**config.mk**
```make
export PLATFORM = sky130hd
export DESIGN_NAME = spriteFetchTop
export DESIGN_NICKNAME = d
export VERILOG_FILES = /design/src/hdl/spriteFetchPkg.sv /design/src/hdl/sramReadIf.sv /design/src/hdl/sramReadController.sv /design/src/hdl/lineFetcher.sv /design/src/hdl/lineBuffer.sv /design/src/hdl/spriteFetchTop.sv
export SDC_FILE = /design/constraint.sdc
export NUM_CORES = 1
export LEC_CHECK = 0
export BUFFER_PORTS_ARGS = -buffer_cell sky130_fd_sc_hd__buf_2
export CORE_AREA = 2 2 263 200
export DETAILED_ROUTE_END_ITERATION = 7
export DIE_AREA = 0 0 265 202
export PLACE_DENSITY = 0.75
export SETUP_SLACK_MARGIN = 0.3
export SYNTH_ARGS = -nofsm -noshare
export SYNTH_HDL_FRONTEND = slang
export SYNTH_SLANG_ARGS = --single-unit
```
**constraint.sdc**
```tcl
create_clock -name Clk -period 2.6 [get_ports Clk]
set_input_delay 0.39 -clock Clk [delete_from_list [all_inputs] [get_ports Clk]]
set_output_delay 0.39 -clock Clk [all_outputs]
set_load 0.005 [all_outputs]
```
**src/hdl/spriteFetchPkg.sv**
```systemverilog
/* word addressed read-only SRAM; sprite rows use only the low 5 bits of the line number
   and image base addresses assume 480 lines of 40 words each */
package spriteFetchPkg;

	// raw widths
	localparam int sramAddrBits = 20;
	localparam int sramWordBits = 16;
	localparam int lineIdxBits = 9;
	localparam int wordIdxBits = 6;
	localparam int spriteIdxBits = 3;

	// word address on the SRAM pins
	typedef logic [sramAddrBits-1:0] sramAddrT;
	// one data word, 16 one-bit pixels
	typedef logic [sramWordBits-1:0] sramWordT;
	// screen line, 0..479
	typedef logic [lineIdxBits-1:0] lineIdxT;
	// position inside the line buffer
	typedef logic [wordIdxBits-1:0] wordIdxT;
	// bike sprite number
	typedef logic [spriteIdxBits-1:0] spriteIdxT;

	// what a line request fetches
	typedef enum logic [1:0]
	{
		menuRegion,
		backgroundRegion,
		spriteRegion
	} regionT;

	// 640 pixels at 16 per word
	localparam int screenLineWords = 40;
	// 32 pixel sprite row
	localparam int spriteLineWords = 2;
	// 32 rows of 2 words
	localparam int spriteWords = 64;
	// sprite rows per sprite, selects how much of lineNum counts
	localparam int spriteRowBits = 5;

	// memory map
	// menu image at the bottom of the SRAM
	localparam sramAddrT menuBase = 20'h00000;
	// background follows the 19200 word menu image
	localparam sramAddrT backgroundBase = 20'h04B00;
	// eight sprites after the background, 512 words in all
	localparam sramAddrT spriteBase = 20'h09600;

endpackage

```
**src/hdl/sramReadIf.sv**
```systemverilog
/* single word read between line fetcher and SRAM controller; readReq only when the
   controller is idle, readData valid only while readDone is high */
interface sramReadIf
	import spriteFetchPkg::*;
();

	// one cycle request pulse
	logic readReq;
	// address, valid with readReq
	sramAddrT reqAddr;
	// one cycle completion pulse
	logic readDone;
	// returned word, valid with readDone
	sramWordT readData;

	modport requester
	(
		output readReq,
		output reqAddr,
		input readDone,
		input readData
	);

	// controller side of the same bus
	modport controller
	(
		input readReq,
		input reqAddr,
		output readDone,
		output readData
	);

endinterface

```
**src/hdl/sramReadController.sv**
```systemverilog
/* fixed 4 cycle read of an asynchronous SRAM, no wait states; chip enable, byte lanes
   and write enable are tied on the board, requests outside idle are dropped */
module sramReadController
	import spriteFetchPkg::*;
(
	input logic Clk,
	input logic rstN,
	sramReadIf.controller bus,
	output sramAddrT sramAddr,
	output logic sramOeN,
	input sramWordT sramData
);

	typedef enum logic [2:0]
	{
		idle,
		setAddr,
		waitData,
		capture,
		done
	} ctrlStateT;

	ctrlStateT state;
	ctrlStateT nextState;
	// word sampled off the data pins
	sramWordT dataReg;
	// output enable wanted in the next cycle
	logic oeNext;

	always_comb
	begin
		// default stay put
		nextState = state;
		case (state)
			idle:
			begin
				if (bus.readReq)
					nextState = setAddr;
			end
			// address settles on the pins
			setAddr:
				nextState = waitData;
			// OE low, SRAM drives the bus
			waitData:
				nextState = capture;
			// data sampled at the end of this cycle
			capture:
				nextState = done;
			done:
				nextState = idle;
			default:
				nextState = idle;
		endcase
	end

	// enable spans waitData, capture and done
	assign oeNext = (nextState == waitData) || (nextState == capture) || (nextState == done);

	always_ff @(posedge Clk or negedge rstN)
	begin
		if (!rstN)
		begin
			state <= idle;
			sramAddr <= '0;
			sramOeN <= 1'b1;
		end
		else
		begin
			state <= nextState;
			// latch once so the pins hold for the whole access
			if (state == idle && bus.readReq)
				sramAddr <= bus.reqAddr;
			// registered so OE never glitches on the pin
			sramOeN <= !oeNext;
		end
	end

	// data pins have had two OE cycles to settle
	always_ff @(posedge Clk)
	begin
		if (state == capture)
			dataReg <= sramData;
	end

	// completion pulse with the held word
	assign bus.readDone = (state == done);
	assign bus.readData = dataReg;

endmodule

```
**src/hdl/lineFetcher.sv**
```systemverilog
/* fetches one screen line (40 words) or one sprite row (2 words) into the line buffer;
   a lineStart while busy is dropped, sprite rows use lineNum bits 4:0 only */
module lineFetcher
	import spriteFetchPkg::*;
(
	input logic Clk,
	input logic rstN,
	input logic lineStart,
	input regionT region,
	input spriteIdxT spriteIdx,
	input lineIdxT lineNum,
	sramReadIf.requester bus,
	output logic wrEn,
	output wordIdxT wrIdx,
	output sramWordT wrData,
	output logic lineBusy,
	output logic lineDone,
	output wordIdxT lineWords
);

	typedef enum logic [1:0]
	{
		idle,
		request,
		waitWord,
		finish
	} fetchStateT;

	fetchStateT state;
	// start address and length worked out from the request
	sramAddrT startAddr;
	wordIdxT startCount;
	// registered copies for the running line
	sramAddrT baseAddr;
	wordIdxT wordCount;
	// word being fetched
	wordIdxT wordCnt;
	logic lastWord;

	always_comb
	begin
		case (region)
			menuRegion:
			begin
				startAddr = menuBase + sramAddrT'(lineNum) * sramAddrT'(screenLineWords);
				startCount = wordIdxT'(screenLineWords);
			end
			backgroundRegion:
			begin
				startAddr = backgroundBase + sramAddrT'(lineNum) * sramAddrT'(screenLineWords);
				startCount = wordIdxT'(screenLineWords);
			end
			spriteRegion:
			begin
				// sprite block, then row inside it
				startAddr = spriteBase + sramAddrT'(spriteIdx) * sramAddrT'(spriteWords)
					+ sramAddrT'(lineNum[spriteRowBits-1:0]) * sramAddrT'(spriteLineWords);
				startCount = wordIdxT'(spriteLineWords);
			end
			default:
			begin
				startAddr = menuBase;
				startCount = wordIdxT'(screenLineWords);
			end
		endcase
	end

	assign lastWord = (wordCnt == wordIdxT'(wordCount - 1'b1));

	always_ff @(posedge Clk or negedge rstN)
	begin
		if (!rstN)
		begin
			state <= idle;
			wordCnt <= '0;
			wordCount <= '0;
			lineWords <= '0;
		end
		else
		begin
			case (state)
				idle:
				begin
					// new line only accepted here
					if (lineStart)
					begin
						wordCount <= startCount;
						wordCnt <= '0;
						state <= request;
					end
				end
				// readReq goes out for exactly this cycle
				request:
					state <= waitWord;
				waitWord:
				begin
					if (bus.readDone)
					begin
						if (lastWord)
							state <= finish;
						else
						begin
							wordCnt <= wordCnt + 1'b1;
							state <= request;
						end
					end
				end
				finish:
				begin
					lineWords <= wordCount;
					state <= idle;
				end
				default:
					state <= idle;
			endcase
		end
	end

	// base only matters while the line runs
	always_ff @(posedge Clk)
	begin
		if (state == idle && lineStart)
			baseAddr <= startAddr;
	end

	assign bus.readReq = (state == request);
	assign bus.reqAddr = baseAddr + sramAddrT'(wordCnt);

	// word goes to the buffer on the readDone cycle
	assign wrEn = (state == waitWord) && bus.readDone;
	assign wrIdx = wordCnt;
	assign wrData = bus.readData;

	// busy drops as done pulses
	assign lineBusy = (state == request) || (state == waitWord);
	assign lineDone = (state == finish);

endmodule

```
**src/hdl/lineBuffer.sv**
```systemverilog
/* 40 word line store, one cycle read latency; contents undefined until a line has
   finished and undefined for rdIdx 40 and above */
module lineBuffer
	import spriteFetchPkg::*;
(
	input logic Clk,
	input logic wrEn,
	input wordIdxT wrIdx,
	input sramWordT wrData,
	input wordIdxT rdIdx,
	output sramWordT rdData
);

	// one entry per word of a full screen line
	sramWordT mem [screenLineWords];
	// index bounds
	logic wrInRange;
	logic rdInRange;

	// 6 bit index reaches past the 40 entries
	assign wrInRange = (wrIdx < wordIdxT'(screenLineWords));
	assign rdInRange = (rdIdx < wordIdxT'(screenLineWords));

	// write port from the fetcher
	always_ff @(posedge Clk)
	begin
		if (wrEn && wrInRange)
			mem[wrIdx] <= wrData;
	end

	// registered read for the pixel pipeline
	always_ff @(posedge Clk)
	begin
		if (rdInRange)
			rdData <= mem[rdIdx];
		else
			rdData <= '0;
	end

endmodule

```
**src/hdl/spriteFetchTop.sv**
```systemverilog
/* SRAM line fetch path for the draw engine; rdData is only meaningful while lineBusy
   is low, after lineDone */
module spriteFetchTop
	import spriteFetchPkg::*;
(
	input logic Clk,
	input logic rstN,
	// line request from the draw engine
	input logic lineStart,
	input regionT region,
	input spriteIdxT spriteIdx,
	input lineIdxT lineNum,
	// buffer readback
	input wordIdxT rdIdx,
	output sramWordT rdData,
	// SRAM pins
	output sramAddrT sramAddr,
	output logic sramOeN,
	input sramWordT sramData,
	// line status
	output logic lineBusy,
	output logic lineDone,
	output wordIdxT lineWords
);

	// fetcher to controller
	sramReadIf readBus();

	// fetcher to buffer write port
	logic wrEn;
	wordIdxT wrIdx;
	sramWordT wrData;

	lineFetcher lineFetcher_inst
	(
		.Clk(Clk),
		.rstN(rstN),
		.lineStart(lineStart),
		.region(region),
		.spriteIdx(spriteIdx),
		.lineNum(lineNum),
		.bus(readBus.requester),
		.wrEn(wrEn),
		.wrIdx(wrIdx),
		.wrData(wrData),
		.lineBusy(lineBusy),
		.lineDone(lineDone),
		.lineWords(lineWords)
	);

	sramReadController sramReadController_inst
	(
		.Clk(Clk),
		.rstN(rstN),
		.bus(readBus.controller),
		.sramAddr(sramAddr),
		.sramOeN(sramOeN),
		.sramData(sramData)
	);

	lineBuffer lineBuffer_inst
	(
		.Clk(Clk),
		.wrEn(wrEn),
		.wrIdx(wrIdx),
		.wrData(wrData),
		.rdIdx(rdIdx),
		.rdData(rdData)
	);

endmodule

```
==> results.py, run 1 <==
metrics = {
    "finish": {
        "drive_gt1_frac": 0.332,
        "area_delta_synth_final_pct": 17.0,
        "final_common_cell": "edfxtp_1",
        "nets": 1645,
        "diodes": 0,
        "final_cells": 2293,
        "num-fill-cells": 3289,
        "layout_common_cells": "671 x edfxtp_1, 192 x mux4_2, 101 x buf_4, 75 x buf_2, 69 x clkbuf_16",
        "utilization": 0.649,
    },
    "synth": {
        "netlist_area_um2": 28300,
        "avgSynthCellArea_um2": 21.0,
        "synth-compound-area-share": 0.0262,
        "ys_warn_count": 0,
        "synthArstFlopShare": 0.0458,
        "synthCells": 1343,
        "synth.mux.area_fraction": 0.161,
        "ys_seq_area_frac": 0.754,
        "synthAdderAreaFrac": 0.0134,
        "ys_ff_latch": 720,
        "synthSimpleGateAreaFrac": 0.0258,
        "synth_edf_count": 671,
        "synth_flop_cell": "edfxtp_1",
        "synth_top_family_by_area": "multiplexers",
        "synth_xor_area_frac": 0.00620,
        "synth_cell_types": 57,
    },
    "timing": {
        "max_freq_mhz": 447,
        "hold_violations": 0,
        "relSlewSlack": 0.163,
        "fin_tns_setup_ps": 0,
        "skew_ps": 22.6,
        "rsz0062_at_grt": "true",
        "period_share": 0.860,
        "tightest_slew_ps": 1260,
        "post-route-min-period_ps": 2230,
        "report.final.slew_viol_count": 0,
        "finalSetupViolCount": 0,
    },
    "clock_network": {
        "cts_tree": "done",
        "cts_buffer_depth": 3,
        "worstSkewPairLatency_ps": 620,
        "cts_sinks": 720,
        "clockRootBuffer": "clkbuf_16",
        "ctsHtreeMaxLevel": 3,
        "numCtsBuffers": 68,
        "path_clk_slew_ps": 60,
    },
    "detailed_routing": {
        "wl_per_cell_um": 27.7,
        "wl_um": 63500,
        "dr.pass1.iters": 5,
        "drc": 0,
        "num_vias": 14300,
        "ant_nets": 0,
        "viasPerCell": 6.24,
        "drt_iter0_drc": 1849,
    },
    "critical_path": {
        "worstPathArrival_ps": 2580,
        "critPathKind": "primary input to flop",
        "crit_path_cell_trace": "buf_2 > ha_1 > ha_1 > a211oi_2 > or2_2 > a311oi_2 > o21ai_1 > a31oi_1 > mux2_1",
        "slowest_stage": "ha_1",
        "crit_family": "compound AO/OA/AOI/OAI gates",
        "required_ps": 2950,
        "end_kind": "flop",
        "crit_buf_inv": 1,
        "startpoint_type": "primary input",
        "slowest_delay_ps": 340,
        "critPathMaxFanout": 3,
        "cp_common_cell": "ha_1",
    },
    "grt": {
        "grt_pass1_vias": 14500,
        "grt_max_degree": 41,
        "grt_pass1_wl_um": 94100,
        "antenna_found_initial": 2,
        "grtUsageTotal": 0.246,
        "grt-ovfl-total": 0,
    },
    "floorplanning": {
        "core_um2": 51000,
        "dieArea_um2": 53500,
        "die_h_um": 202,
        "fp.dieW_um": 265,
        "ios": 84,
        "rows": 72,
        "floorplan.initialDensity": 0.554,
    },
    "power_and_ir_drop": {
        "p_per_area_nw_per_um2": 801,
        "p_leak_nw": 11.0,
        "ir_drop_mv": 0.726,
    },
    "worst_hold_path": {
        "hold_path_class": "primary input to flop",
    },
    "placed_design": {
        "numPortBuffers": 77,
        "hpwl_um": 38200,
        "dp_cells": 2149,
        "gp_congestion": 0.814,
    },
    "job": {
        "drv_cap": 0,
    },
    "run_status": {
        "run_status": "complete, no violations",
    },
}
[per-stage QoR]
step           hold WS (ps)  setup slack (ps)  instance area [um^2]  power [mW]
2_1_floorplan          94.4             -57.2                 28400        15.6
3_3_place_gp            458              -209                 30600        16.7
3_5_place_dp            468              -257                 30600        16.8
4_1_cts                77.7               305                 33000        26.6
5_1_grt                77.8               280                 33100        27.4
6_report                107               365                 33100        26.5
[cell families (layout without fill, tap and decap cells)]
kind of cell	after synthesis	in the layout
buffers and inverters	84	363
multiplexers	213	213
flip-flops	720	720
AND/OR/NAND/NOR	160	160
other	1	6
AO/OA/AOI/OAI	116	116
XOR/XNOR	20	20
adder cells (fa/ha/maj)	29	29
[where the power goes]
part | switching [mW] | leakage, nW | internal (mW) | total (mW)
Combinational | 1.73 | 3.38 | 1.10 | 2.83
Sequential | 0.308 | 6.59 | 13.5 | 13.8
Clock | 4.18 | 1.08 | 5.67 | 9.85
[sequential cells by signal (all words and copies together) (netlist names)]
| register | flops |
|---|---|
| lineBuffer_inst.mem | 640 |
| sramReadController_inst.sramAddr | 17 |
| lineBuffer_inst.rdData | 16 |
| sramReadController_inst.bus.readData | 16 |
| lineFetcher_inst.baseAddr | 15 |
| lineFetcher_inst.wrIdx | 6 |
| sramReadController_inst.state | 3 |
| lineFetcher_inst.lineWords | 2 |
| lineFetcher_inst.state | 2 |
| lineFetcher_inst.wordCount | 2 |
| sramReadController_inst.sramOeN | 1 |
[worst paths after layout]
path,startpoint,end,slack (ps),cells past startpoint
worst max-delay path,lineNum[2],lineFetcher_inst.baseAddr[14]$_DFFE_PP_,370,9
worst min-delay path,spriteIdx[0],lineFetcher_inst.baseAddr[6]$_DFFE_PP_,110,2
worst max register to register,lineFetcher_inst.baseAddr[1]$_DFFE_PP_,sramReadController_inst.sramAddr[9]$_DFFE_PN0P_,440,10
worst min register to register,sramReadController_inst.sramAddr[13]$_DFFE_PN0P_,sramReadController_inst.sramAddr[13]$_DFFE_PN0P_,480,2
max in group asynchronous,rstN,lineFetcher_inst.wrIdx[2]$_DFFE_PN0P_,1690,2
min in group asynchronous,rstN,sramReadController_inst.sramAddr[15]$_DFFE_PN0P_,390,2
[cell usage after synthesis (7+ instances only)]
| library cell | count | area share |
|---|---|---|
| a22oi_1 | 17 | 0.0045 |
| dfrtp_1 | 32 | 0.028 |
| xor2_1 | 11 | 0.0034 |
| nor2_1 | 63 | 0.0084 |
| nand3_1 | 14 | 0.0025 |
| inv_1 | 15 | 0.0020 |
| o21ai_0 | 38 | 0.0067 |
| buf_2 | 13 | 0.0023 |
| ha_1 | 27 | 0.012 |
| a21oi_1 | 7 | 0.0012 |
| xnor2_1 | 9 | 0.0028 |
| o21ai_1 | 17 | 0.0030 |
| buf_4 | 11 | 0.0029 |
| clkbuf_1 | 36 | 0.0048 |
| mux2i_1 | 18 | 0.0064 |
| nor3_1 | 9 | 0.0016 |
| nand2_1 | 43 | 0.0057 |
| a22o_1 | 8 | 0.0025 |
| dfxtp_1 | 16 | 0.011 |
| mux4_2 | 192 | 0.15 |
| edfxtp_1 | 671 | 0.71 |
[metal layers]
| layer | global-route usage | vias to the layer above | wire length (um) |
|---|---|---|---|
| met5 | 0 | - | 0 |
| met4 | 0.0690 | 0 | 1550 |
| met3 | 0.0619 | 110 | 6900 |
| met2 | 0.379 | 740 | 29900 |
| met1 | 0.356 | 7434 | 25200 |
| li1 | - | 6013 | - |
[area by class of cell]
| cell class | instances | area, um^2 | area share |
|---|---|---|---|
| Clock inverter | 38 | 395 | 0.0120 |
| Inverter | 15 | 60.1 | 0.00182 |
| Tap cell | 666 | 833 | 0.0252 |
| Sequential cell | 720 | 21300 | 0.644 |
| Clock buffer | 82 | 1810 | 0.0546 |
| Timing Repair Buffer | 228 | 1960 | 0.0594 |
| Multi-Input combinational cell | 544 | 6710 | 0.203 |
[repair_timing]
| item | 4_1_cts | 5_1_grt |
|---|---|---|
| endpoints found under the hold margin | 48 | 0 |
| gates resized for setup | 1 | 13 |
| endpoints found under the setup margin | 16 | 369 |
| pin swaps | 1 | 4 |
| buffers inserted | 1 | 6 |
| hold buffers | 17 | 0 |
[worst reg2reg max path, cell delays in order, from the launching register on]
cell and delay, ps:
edfxtp_1 390, ha_1 180, inv_1 50, fa_1 400
nor2b_1 140, o21ai_1 90, a21boi_1 130, buf_4 160
o2111ai_1 130, xor2_1 270, o21ai_0 100
No activity file was read; power rests on OpenSTA's default activity.
==> run 2: changes to the inputs <==
--- a/config.mk
+++ b/config.mk
@@ -5,12 +5,15 @@
 export SDC_FILE = /design/constraint.sdc
 export NUM_CORES = 1
 export LEC_CHECK = 0
-export BUFFER_PORTS_ARGS = -buffer_cell sky130_fd_sc_hd__buf_2
-export CORE_AREA = 2 2 263 200
+export CELL_PAD_IN_SITES_DETAIL_PLACEMENT = 2
+export CELL_PAD_IN_SITES_GLOBAL_PLACEMENT = 2
+export CORE_AREA = 2 2 293 223
 export DETAILED_ROUTE_END_ITERATION = 7
-export DIE_AREA = 0 0 265 202
-export PLACE_DENSITY = 0.75
+export DIE_AREA = 0 0 295 225
+export DONT_BUFFER_PORTS = 1
+export PLACE_DENSITY_LB_ADDON = 0.1
 export SETUP_SLACK_MARGIN = 0.3
 export SYNTH_ARGS = -nofsm -noshare
 export SYNTH_HDL_FRONTEND = slang
 export SYNTH_SLANG_ARGS = --single-unit
+export TNS_END_PERCENT = 20
==> results.py, run 2 (synthesis gave the netlist of run 1 again) <==
metrics = {
    "worst_hold_path": {
        "hold_path_class": "primary input to flop",
        "holdPathStages": 2,
        "holdCritStartpoint": "rdIdx[2]",
        "hold_end": "lineBuffer_inst.rdData[6]$_SDFF_PP0_",
    },
    "critical_path": {
        "r2r_start": "lineFetcher_inst.state[0]$_DFFE_PN0P_",
        "ff2ff_setup_slack_ps": 340,
        "end_kind": "flop",
        "worstPathArrival_ps": 2760,
        "r2r_cells": 8,
        "critPathKind": "flop to flop",
        "required_ps": 3100,
        "critPathMaxFanout": 5,
        "startpoint_type": "flop",
        "timing.rr.end": "lineFetcher_inst.wrIdx[2]$_DFFE_PN0P_",
    },
    "run_status": {
        "run_status": "complete, no violations",
    },
    "detailed_routing": {
        "ant_nets": 0,
        "dr.pass1.iters": 5,
        "wl_um": 76400,
        "drc": 0,
        "num_vias": 13900,
        "wl_per_cell_um": 31.8,
        "viasPerCell": 5.78,
        "drt_iter0_drc": 1187,
    },
    "finish": {
        "drive_gt1_frac": 0.305,
        "final_common_cell": "edfxtp_1",
        "utilization": 0.517,
        "top_regs": "lineBuffer_inst.mem: 640 flops, sramReadController_inst.sramAddr: 17 flops",
        "regMostFlops": "lineBuffer_inst.mem",
        "regArea_um2": 21300,
        "largest_reg_flops": 640,
        "num-fill-cells": 5385,
        "diodes": 0,
        "final_cells": 2400,
        "multiInputGateArea_um2": 6800,
        "layout_common_cells": "671 x edfxtp_1, 192 x mux4_2, 93 x buf_4, 74 x clkbuf_16, 42 x nand2_1",
        "area_delta_synth_final_pct": 15.6,
        "nets": 1551,
    },
    "grt": {
        "grt-ovfl-total": 0,
        "grt_pass1_wl_um": 111000,
        "grtUsageTotal": 0.238,
        "grt_max_degree": 161,
        "grt_pass1_vias": 15100,
        "antenna_found_initial": 6,
    },
    "timing": {
        "report.final.slew_viol_count": 0,
        "period_share": 0.869,
        "rsz0062_at_grt": "true",
        "finalSetupViolCount": 0,
        "post-route-min-period_ps": 2260,
        "max_freq_mhz": 443,
        "hold_violations": 0,
        "relSlewSlack": 0.415,
        "tightest_slew_ps": 876,
        "worst_hold_slack_ps": 24.6,
        "skew_ps": 16.2,
    },
    "clock_network": {
        "cts_buffer_depth": 3,
        "worstSkewPairLatency_ps": 620,
        "path_clk_slew_ps": 60,
        "clockRootBuffer": "clkbuf_16",
        "numCtsBuffers": 72,
        "cts_sinks": 720,
        "cts_tree": "done",
        "ctsHtreeMaxLevel": 3,
    },
    "floorplanning": {
        "rows": 80,
        "floorplan.initialDensity": 0.447,
        "die_h_um": 225,
        "core_um2": 63200,
        "ios": 84,
        "fp.dieW_um": 295,
        "dieArea_um2": 66400,
    },
    "power_and_ir_drop": {
        "p_per_area_nw_per_um2": 819,
        "p_leak_nw": 10.6,
        "ir_drop_mv": 0.579,
    },
    "job": {
        "drv_cap": 0,
    },
    "placed_design": {
        "numPortBuffers": 0,
        "hpwl_um": 45400,
        "dp_cells": 2242,
        "gp_congestion": 0.746,
    },
}
[run 2: cell count changes in the layout (fill, tap and decap cells not counted), moves of 8 or more]
cell,change
buf_12,-20
nor2_2,+30
clkbuf_1,+8
nor2_1,-27
buf_2,-75
buf_4,-8
[run 2: layout make-up]
cell class	instances	area share
Sequential cell	720	0.652
Multi-Input combinational cell	545	0.208
Clock buffer	96	0.0604
Timing Repair Buffer	129	0.0356
Tap cell	861	0.0330
Clock inverter	34	0.00900
Inverter	15	0.00172
[run 2: per-stage QoR]
step | TNS [ps] | cell area, um^2 | setup WS, ps | total power, mW
after global placement | -401 | 30000 | -185 | 16.5
after CTS | 0 | 32600 | 239 | 26.9
final | 0 | 32700 | 341 | 26.8
after floorplan | -3970 | 28300 | -57.2 | 15.6
after global routing | 0 | 32700 | 220 | 27.6
after detailed placement | -692 | 30000 | -255 | 16.7
[run 2: timing repair]
action                                  4_1_cts  5_1_grt
gates resized for setup                       8       10
gates cloned                                  0        1
pin swaps                                     0        2
endpoints found under the setup margin      246      390
buffers inserted                              0        3
endpoints found under the hold margin        62        0
hold buffers                                 24        0
[run 2: worst max-delay path: stages (launching register included)]
cell,delay (ps)
dfrtp_1,440
inv_1,90
ha_1,330
nor2b_1,190
a21oi_2,280
o41ai_4,200
o21bai_4,240
buf_4,150
a22o_1,220
[run 2: power breakdown]
group,internal [mW],switching [mW]
registers,13.5,0.333
clock network,5.68,4.42
logic,0.970,1.83
total,20.2,6.59
[run 2: how the worst max path moves through the flow]
stage	slack, ps	startpoint	to
after CTS	240	lineFetcher_inst.state[0]$_DFFE_PN0P_	lineBuffer_inst.mem[37][1]$_DFFE_PP_
after global routing	220	lineFetcher_inst.state[0]$_DFFE_PN0P_	lineFetcher_inst.wrIdx[2]$_DFFE_PN0P_
after global placement	-180	lineNum[2]	lineFetcher_inst.baseAddr[14]$_DFFE_PP_
after detailed placement	-250	lineNum[2]	lineFetcher_inst.baseAddr[14]$_DFFE_PP_
final	340	lineFetcher_inst.state[0]$_DFFE_PN0P_	lineFetcher_inst.wrIdx[2]$_DFFE_PN0P_
after floorplan	-60	lineNum[1]	lineFetcher_inst.baseAddr[14]$_DFFE_PP_
[run 2: per-layer routing]
metal | track usage | share of wire | vias to the layer above
li1 | - | - | 5843
met1 | 0.335 | 0.44 | 7514
met2 | 0.384 | 0.49 | 400
met3 | 0.0434 | 0.052 | 111
met4 | 0.0667 | 0.024 | 4
met5 | 0 | 0.00030 | -
